## src/hdl/special_settings.svh

```systemverilog
// Width settings for the special-instruction unit
// Include this before the package or any module that sizes ports with them
`ifndef SPECIAL_SETTINGS_SVH
`define SPECIAL_SETTINGS_SVH

// Instruction-kind code
`define SPECIAL_KIND_W 3

// Retired-instruction counter, wraps on overflow
`define SPECIAL_RETIRE_CNT_W 16

// Low-power state code
`define SPECIAL_LPMD_W 2

`endif

```

## src/hdl/special_pkg.sv

```systemverilog
// Shared types of the special-instruction unit
// Modules refer to these by scoped name, for example special_pkg::WFI
`include "special_settings.svh"
`default_nettype none

package special_pkg;

  // Serialising instructions handed over by the issue stage
  typedef enum logic [`SPECIAL_KIND_W-1:0] {
    FENCE,
    FENCEI,
    SYNC,
    SYNCI,
    WFI
  } special_kind_e;

  // Operation requested from the load/store unit
  typedef enum logic {
    OP_FENCE,
    OP_SYNC
  } lsu_op_e;

  // Low-power sequence as seen from outside
  typedef enum logic [`SPECIAL_LPMD_W-1:0] {
    LPMD_IDLE,
    LPMD_WAIT_SYNC,
    LPMD_SLEEP,
    LPMD_EXIT
  } lpmd_state_e;

endpackage

`default_nettype wire

```

## src/hdl/special_op_if.sv

```systemverilog
// Four-phase link between the decode, execute and result stages
// Decode requests with a held kind, execute acknowledges once the whole
// sequence has finished and pulses done, result watches the exchange
`timescale 1ns/1ps
`default_nettype none

interface special_op_if;

  // Request from decode, held until ack is seen
  logic                       req;
  // Acknowledge from execute, held until req falls
  logic                       ack;
  // Kind of the instruction in flight
  special_pkg::special_kind_e kind;
  // One-cycle completion pulse, coincides with the rise of ack
  logic                       done;

  modport decode (
    output req,
    output kind,
    input  ack
  );

  modport execute (
    input  req,
    input  kind,
    output ack,
    output done
  );

  modport result (
    input  req,
    input  kind,
    input  done
  );

endinterface

`default_nettype wire

```

## src/hdl/special_decode.sv

```systemverilog
// Decode stage of the special-instruction unit
// Captures the instruction kind from the issue stage and runs the requesting
// side of the four-phase link to the execute stage
`timescale 1ns/1ps
`default_nettype none

module special_decode (
  input  logic                       special_clk,
  input  logic                       cpurst_b,
  input  logic                       iui_vld,
  input  special_pkg::special_kind_e iui_kind,
  input  logic                       iui_stall,
  special_op_if.decode               op
);

  typedef enum logic [1:0] {
    DEC_IDLE,
    DEC_REQ,
    DEC_RELEASE
  } dec_state_e;

  dec_state_e                 dec_state;
  logic                       pend;
  logic                       accept;
  special_pkg::special_kind_e kind_q;

  // Valid only counts while the unit is not stalled
  assign accept = iui_vld && !iui_stall;

  // Kind is held until the next accepted instruction
  always_ff @(posedge special_clk)
  begin
    if (accept)
      kind_q <= iui_kind;
  end

  //========================================
  // Request side of the handshake
  //========================================
  always_ff @(posedge special_clk or negedge cpurst_b)
  begin
    if (!cpurst_b)
    begin
      dec_state <= DEC_IDLE;
      pend      <= 1'b0;
    end
    else
    begin
      case (dec_state)
        DEC_IDLE:
          if (pend)
          begin
            dec_state <= DEC_REQ;
            pend      <= 1'b0;
          end
        DEC_REQ:
          if (op.ack)
            dec_state <= DEC_RELEASE;
        DEC_RELEASE:
          // Back-to-back instruction may go straight out once ack is low
          if (!op.ack)
          begin
            dec_state <= pend ? DEC_REQ : DEC_IDLE;
            pend      <= 1'b0;
          end
        default:
          dec_state <= DEC_IDLE;
      endcase
      if (accept)
        pend <= 1'b1;
    end
  end

  assign op.req  = (dec_state == DEC_REQ);
  assign op.kind = kind_q;

endmodule

`default_nettype wire

```

## src/hdl/special_fence_seq.sv

```systemverilog
// Execute stage of the special-instruction unit
// Walks the fixed transaction sequence for the held kind: a fence or sync
// request to the load/store unit, an optional instruction-cache invalidate
// to the fetch unit, and for wfi the low-power states until wake-up.
// Completion raises ack on the internal link with a one-cycle done pulse.
`timescale 1ns/1ps
`default_nettype none

module special_fence_seq (
  input  logic                     special_clk,
  input  logic                     cpurst_b,
  special_op_if.execute            op,
  output logic                     lsu_req,
  output special_pkg::lsu_op_e     lsu_op,
  input  logic                     lsu_ack,
  output logic                     ifu_inv_req,
  input  logic                     ifu_inv_ack,
  input  logic                     wake_up,
  output special_pkg::lpmd_state_e lpmd_state,
  output logic                     in_lpmd
);

  typedef enum logic [2:0] {
    SEQ_IDLE,
    SEQ_LSU_REQ,
    SEQ_LSU_REL,
    SEQ_IFU_REQ,
    SEQ_IFU_REL,
    SEQ_SLEEP,
    SEQ_EXIT,
    SEQ_ACK
  } seq_state_e;

  seq_state_e seq_state;
  logic       ack_q;
  logic       done_q;
  logic       start;
  logic       need_inv;
  logic       is_wfi;
  logic       is_fence;

  //========================================
  // Kind decoding
  //========================================
  assign need_inv = (op.kind == special_pkg::FENCEI) || (op.kind == special_pkg::SYNCI);
  assign is_wfi   = (op.kind == special_pkg::WFI);
  assign is_fence = (op.kind == special_pkg::FENCE) || (op.kind == special_pkg::FENCEI);

  // New request on the link while our ack is already low
  assign start = (seq_state == SEQ_IDLE) && op.req && !ack_q;

  // LSU operation is fixed for the whole transaction
  always_ff @(posedge special_clk)
  begin
    if (start)
      lsu_op <= is_fence ? special_pkg::OP_FENCE : special_pkg::OP_SYNC;
  end

  //========================================
  // Sequencer
  //========================================
  always_ff @(posedge special_clk or negedge cpurst_b)
  begin
    if (!cpurst_b)
    begin
      seq_state   <= SEQ_IDLE;
      lsu_req     <= 1'b0;
      ifu_inv_req <= 1'b0;
      lpmd_state  <= special_pkg::LPMD_IDLE;
      ack_q       <= 1'b0;
      done_q      <= 1'b0;
    end
    else
    begin
      done_q <= 1'b0;
      case (seq_state)
        SEQ_IDLE:
          if (start)
          begin
            lsu_req   <= 1'b1;
            seq_state <= SEQ_LSU_REQ;
            if (is_wfi)
              lpmd_state <= special_pkg::LPMD_WAIT_SYNC;
          end
        SEQ_LSU_REQ:
          if (lsu_ack)
          begin
            lsu_req   <= 1'b0;
            seq_state <= SEQ_LSU_REL;
          end
        SEQ_LSU_REL:
          // Next step only once the LSU has dropped its ack
          if (!lsu_ack)
          begin
            if (need_inv)
            begin
              ifu_inv_req <= 1'b1;
              seq_state   <= SEQ_IFU_REQ;
            end
            else if (is_wfi)
            begin
              lpmd_state <= special_pkg::LPMD_SLEEP;
              seq_state  <= SEQ_SLEEP;
            end
            else
            begin
              ack_q     <= 1'b1;
              done_q    <= 1'b1;
              seq_state <= SEQ_ACK;
            end
          end
        SEQ_IFU_REQ:
          if (ifu_inv_ack)
          begin
            ifu_inv_req <= 1'b0;
            seq_state   <= SEQ_IFU_REL;
          end
        SEQ_IFU_REL:
          if (!ifu_inv_ack)
          begin
            ack_q     <= 1'b1;
            done_q    <= 1'b1;
            seq_state <= SEQ_ACK;
          end
        SEQ_SLEEP:
          if (wake_up)
          begin
            lpmd_state <= special_pkg::LPMD_EXIT;
            seq_state  <= SEQ_EXIT;
          end
        SEQ_EXIT:
          begin
            lpmd_state <= special_pkg::LPMD_IDLE;
            ack_q      <= 1'b1;
            done_q     <= 1'b1;
            seq_state  <= SEQ_ACK;
          end
        SEQ_ACK:
          // Hold ack until decode withdraws its request
          if (!op.req)
          begin
            ack_q     <= 1'b0;
            seq_state <= SEQ_IDLE;
          end
        default:
          seq_state <= SEQ_IDLE;
      endcase
    end
  end

  assign in_lpmd = (lpmd_state == special_pkg::LPMD_SLEEP);
  assign op.ack  = ack_q;
  assign op.done = done_q;

endmodule

`default_nettype wire

```

## src/hdl/special_retire.sv

```systemverilog
// Result stage of the special-instruction unit
// Holds the issue stage stalled from acceptance until completion, registers
// the sync-stall indication for the performance counters and counts
// retired instructions
`include "special_settings.svh"
`timescale 1ns/1ps
`default_nettype none

module special_retire (
  input  logic                             special_clk,
  input  logic                             cpurst_b,
  input  logic                             iui_vld,
  special_op_if.result                     op,
  output logic                             iui_stall,
  output logic                             sync_stall_vld,
  output logic [`SPECIAL_RETIRE_CNT_W-1:0] retire_cnt
);

  logic retire_evt;
  logic not_wfi;

  // Completion that answers the request still on the link
  assign retire_evt = op.done && op.req;
  assign not_wfi    = (op.kind != special_pkg::WFI);

  //========================================
  // Issue stall
  //========================================
  always_ff @(posedge special_clk or negedge cpurst_b)
  begin
    if (!cpurst_b)
      iui_stall <= 1'b0;
    else if (retire_evt)
      iui_stall <= 1'b0;
    else if (iui_vld && !iui_stall)
      iui_stall <= 1'b1;
  end

  //========================================
  // Performance information
  //========================================
  // wfi time is sleep, not a sync stall
  always_ff @(posedge special_clk or negedge cpurst_b)
  begin
    if (!cpurst_b)
      sync_stall_vld <= 1'b0;
    else
      sync_stall_vld <= iui_stall && not_wfi;
  end

  always_ff @(posedge special_clk or negedge cpurst_b)
  begin
    if (!cpurst_b)
      retire_cnt <= '0;
    else if (retire_evt)
      retire_cnt <= retire_cnt + 1'b1;
  end

endmodule

`default_nettype wire

```

## src/hdl/special_top.sv

```systemverilog
// Top level of the special-instruction unit
// Connects decode, execute and result over the internal link and exposes
// the issue, LSU, fetch-unit and low-power handshakes as plain ports
`include "special_settings.svh"
`timescale 1ns/1ps
`default_nettype none

module special_top (
  input  logic                             special_clk,
  input  logic                             cpurst_b,
  // Issue stage
  input  logic                             iui_vld,
  input  special_pkg::special_kind_e       iui_kind,
  output logic                             iui_stall,
  // Load/store unit
  output logic                             lsu_req,
  output special_pkg::lsu_op_e             lsu_op,
  input  logic                             lsu_ack,
  // Fetch unit
  output logic                             ifu_inv_req,
  input  logic                             ifu_inv_ack,
  // Low power
  input  logic                             wake_up,
  output special_pkg::lpmd_state_e         lpmd_state,
  output logic                             in_lpmd,
  // Performance counters
  output logic                             sync_stall_vld,
  output logic [`SPECIAL_RETIRE_CNT_W-1:0] retire_cnt
);

  special_op_if op_if ();

  special_decode u_decode (
    .special_clk (special_clk),
    .cpurst_b    (cpurst_b),
    .iui_vld     (iui_vld),
    .iui_kind    (iui_kind),
    .iui_stall   (iui_stall),
    .op          (op_if.decode)
  );

  special_fence_seq u_fence_seq (
    .special_clk (special_clk),
    .cpurst_b    (cpurst_b),
    .op          (op_if.execute),
    .lsu_req     (lsu_req),
    .lsu_op      (lsu_op),
    .lsu_ack     (lsu_ack),
    .ifu_inv_req (ifu_inv_req),
    .ifu_inv_ack (ifu_inv_ack),
    .wake_up     (wake_up),
    .lpmd_state  (lpmd_state),
    .in_lpmd     (in_lpmd)
  );

  special_retire u_retire (
    .special_clk    (special_clk),
    .cpurst_b       (cpurst_b),
    .iui_vld        (iui_vld),
    .op             (op_if.result),
    .iui_stall      (iui_stall),
    .sync_stall_vld (sync_stall_vld),
    .retire_cnt     (retire_cnt)
  );

endmodule

`default_nettype wire

```

## config.mk

```make
export PLATFORM = sky130hd
export DESIGN_NAME = special_top
export DESIGN_NICKNAME = d
export VERILOG_FILES = /design/src/hdl/special_pkg.sv /design/src/hdl/special_op_if.sv /design/src/hdl/special_decode.sv /design/src/hdl/special_fence_seq.sv /design/src/hdl/special_retire.sv /design/src/hdl/special_top.sv
export VERILOG_INCLUDE_DIRS = /design/src /design/src/hdl
export SDC_FILE = /design/constraint.sdc
export NUM_CORES = 1
export LEC_CHECK = 0
export ABC_AREA = 0
export BUFFER_PORTS_ARGS = -buffer_cell sky130_fd_sc_hd__buf_2
export CORE_MARGIN = 3
export CORE_UTILIZATION = 25
export DETAILED_ROUTE_END_ITERATION = 10
export PLACE_DENSITY = 0.54
export REMOVE_ABC_BUFFERS = 1
export SYNTH_ARGS = -nofsm -noshare
export SYNTH_HDL_FRONTEND = slang
export SYNTH_SLANG_ARGS = --single-unit
```

## constraint.sdc

```tcl
create_clock -name special_clk -period 1.6 [get_ports special_clk]
set_input_delay 0.24 -clock special_clk [delete_from_list [all_inputs] [get_ports special_clk]]
set_output_delay 0.24 -clock special_clk [all_outputs]
set_load 0.01 [all_outputs]
```

==> summary.md <==
| Metric | Value |
|---|---|
| Status | `finished with violations` |
| Failing checks | `hold timing` |
| Core region area | `0.00613 mm2` |
| Clk sinks | `34` |
| Post-route DRC | `0` |
| Routed len/inst | `around 13 um` |
| Critical path peak fanout | `7` |
| Asr flop ratio synth | `0.882` |
| Flop pwr share | `0.458` |
| Post-Route Utilization | `0.332` |
| Detailed Route Iter0 Violations | `82` |
| Critical-path top delay cell | `dfrtp_1` |
| Netlist cell types | `44` |
| Required @ worst endpoint | `between 1500 and 2000 ps` |
| Row cnt | `28` |
| Logic pwr share | `0.243` |
| DR pass1 iterations | `4` |
| Setup WS post-layout | `roughly 110 ps` |
| Hold bufs inserted after CTS | `0` |
| Critical Path End Type | `flop` |
| Post-route insts no fill | `about 270` |
| Inserted Clock Buffers | `5` |
| Die width | `~87 um` |
| Net Sw Frac | `0.314` |
| Crit path kind | `reg2reg` |
| CTS tree | `built` |
| Clock root buffer master | `clkbuf_8` |
| Lkg Pwr | `roughly 0.0011 uW` |
| PortBufs | `32` |
| Largest net degree at the start of global routing | `31` |
| Post-Syn Instances | `~150` |
| CTS H-Tree Depth | `2` |
| Final Setup Violations | `0` |
| Gpl congestion | `around 0.8` |
| Crit path max-delay family | `simple AND/OR/NAND/NOR gates` |
| Tightest Pin Transition | `~700 ps` |
| Max Clock Freq | `0.669 GHz` |
| Routed wire length | `about 3500 um` |
| Post-CTS Setup Bufs | `0` |
| Initial antenna violation count | `0` |
| Pre-CTS WS | `roughly 90 ps` |
| Critical path depth | `4` |
| Final period utilization | `0.934` |
| RSZ-0062 raised after global routing | `false` |
| Post-cts sizing count | `0` |
| Worst-path cell chain | `nand4b_4 -> nor4_4 -> nand3_1 -> xnor2_1` |
| WP data arrival | `approximately 1700 ps` |
| Cell Pwr Density | `between 1000 and 1500 mW/mm2` |
| First-pass GRT wire length | `roughly 6000 um` |
| Synthesized cell area | `0.00163 mm2` |
| Slew headroom | `0.542` |
| Layout cells sized above 1 | `0.277` |
| Worst path bufs/invs | `0` |
| Final hold vios | `6` |
| Cells after DPL | `approximately 260` |
| CP startpoint kind | `flop` |
| Die ar. | `0.00752 mm2` |
| Layout net count | `200` |
| Hold_ws | `-9.22 ps` |
| IO Count | `33` |
| Worst skew pair latency | `between 200 and 300 ps` |
| # fillers | `a little over 600` |
| Clock power frac | `0.299` |
| Via-per-instance ratio | `about 4.7` |
| Overflow after GRT | `0` |
| Gr usage total | `0.103` |
| Maximum clock path buffer count | `2` |
| Seq/Total Area, Yosys | `0.535` |
| Post-Syn Area per Cell | `between 10 and 15 um2` |
| Clock slew at reported path FFs | `70 ps` |
| CP peak stage delay | `between 400 and 500 ps` |
| Routed Antenna Nets | `0` |
| TNS Setup | `0 ps` |
| Post-DP HPWL | `2560 um` |
| Diode count | `0` |
| Initial Utilization | `0.266` |
| Min-Delay Path Class | `in2async` |
| Yosys warns | `0` |
| Max Slew Vio Count | `0` |
| Final Critical Period | `1490 ps` |
| Internal power | `between 1500 and 2000 uW` |
| EDFF count, synth | `4` |
| VDD IR max | `between 0.5 and 0.6 mV` |
| Clock skew | `between 5 and 6 ps` |
| Area Growth Syn to Fin | `25.0%` |
| Max Cap Violations | `0` |
| Via count | `around 1200` |
| Worst R2R Path Depth | `4` |
| Vias in the first global route | `about 1200` |
| Die height | `86.7 um` |
| Post-synthesis register bit count | `34` |
| Synth Flop Type | `dfrtp_1` |
| Net Switching | `812 uW` |
## power by group through the flow
| stage | combinational (uW) | clock [uW] | sequential, uW |
|---|---|---|---|
| final | 629 | 772 | 1180 |
| after detailed placement | 629 | 0 | 1200 |
| after floorplan | 371 | 0 | 1200 |
| after CTS | 630 | 797 | 1190 |
| after global routing | 712 | 841 | 1220 |
| after global placement | 631 | 0 | 1200 |
## per-layer routing
metal,share of wire,GRT usage
met5,0,0
met1,0.46,0.132
met4,0.026,0.0482
met3,0.052,0.0295
met2,0.46,0.159
## cell families (layout without fill, tap and decap cells)
logic type	Yosys count	after routing	synth area share
muxes	2	2	0.0131
xor gates and xnor gates	15	15	0.0806
adders and majority gates	1	1	0.00768
DFF	34	34	0.535
AOI/OAI and AO/OA	24	24	0.101
buffers and inverters	5	50	0.0123
and+or+nand+nor	65	65	0.251
## layout make-up
type                    instances  area (um2)  area share
repair buffers                 40         220       0.108
inverters                       2        7.51     0.00369
clock inverters                 1        30.0      0.0147
well taps                      75        93.8      0.0461
flip-flops and latches         34         871       0.428
clock buffers                   7        76.3      0.0375
multi-input cells             107         738       0.362
## cells in the final DEF, fill, tap and decap left out, drive strengths merged, types with 2 or more instances in the layout
cell type  synthesis  final
nor2b              3      3
clkbuf             2      7
nand4              3      3
nand3              8      8
nand2b             7      7
dfrtp             30     30
nor4               3      3
xor2               9      9
nor3b              2      2
nor2               8      8
and2               2      2
nand2             14     14
xnor2              6      6
edfxtp             4      4
inv                2      2
buf                1     40
or3b               2      2
a21oi              8      8
a21o               2      2
a21boi             2      2
nand4b             2      2
a31oi              2      2
nor3               3      3
and3               4      4
## synth_stat cells, types with 2 or more instances
cell type | instances | share of area
dfrtp_1 | 30 | 0.46
nand2b_1 | 7 | 0.027
xnor2_1 | 6 | 0.032
and3_1 | 4 | 0.015
nor4_4 | 2 | 0.026
nor3_2 | 2 | 0.012
clkbuf_1 | 2 | 0.0046
nor2b_1 | 3 | 0.012
a21oi_1 | 8 | 0.025
or3b_1 | 2 | 0.011
nor3b_1 | 2 | 0.0092
inv_1 | 2 | 0.0046
nand4_1 | 3 | 0.012
edfxtp_1 | 4 | 0.074
xor2_1 | 9 | 0.048
and2_1 | 2 | 0.0077
nand2_1 | 14 | 0.032
nand3_1 | 8 | 0.025
nor2_1 | 8 | 0.018
a21o_1 | 2 | 0.0092
a31oi_1 | 2 | 0.0077
a21boi_0 | 2 | 0.0092
## per-stage QoR
| stage | hold WS, ps | instance area [um2] | total power (uW) |
|---|---|---|---|
| floorplan | -55.6 | 1620 | 1570 |
| global placement | 338 | 1930 | 1830 |
| detailed placement | 337 | 1930 | 1830 |
| CTS | 25.1 | 2040 | 2610 |
| global route | 53.0 | 2040 | 2770 |
| finish | -9.22 | 2040 | 2580 |
## sequential cells by signal (all words and copies together), names as in the netlist, 2 cells and up
register                flops
u_retire.retire_cnt        16
u_decode.op.kind            3
u_fence_seq.seq_state       3
u_decode.dec_state          2
u_fence_seq.lpmd_state      2
## final timing paths
kind                                                      from                             endpoint  slack [ps]
max                          u_decode.dec_state[1]$_DFFE_PN0P_  u_retire.retire_cnt[15]$_DFFE_PN0P_         110
min                                                   cpurst_b   u_retire.retire_cnt[8]$_DFFE_PN0P_          -9
max reg2reg                  u_decode.dec_state[1]$_DFFE_PN0P_  u_retire.retire_cnt[15]$_DFFE_PN0P_         110
min reg2reg                u_retire.retire_cnt[15]$_DFFE_PN0P_  u_retire.retire_cnt[15]$_DFFE_PN0P_         470
max in group asynchronous                             cpurst_b  u_retire.retire_cnt[13]$_DFFE_PN0P_        1150
min in group special_clk                           iui_kind[2]        u_decode.op.kind[2]$_DFFE_PP_         130
No activity file was read; power rests on OpenSTA's default activity.
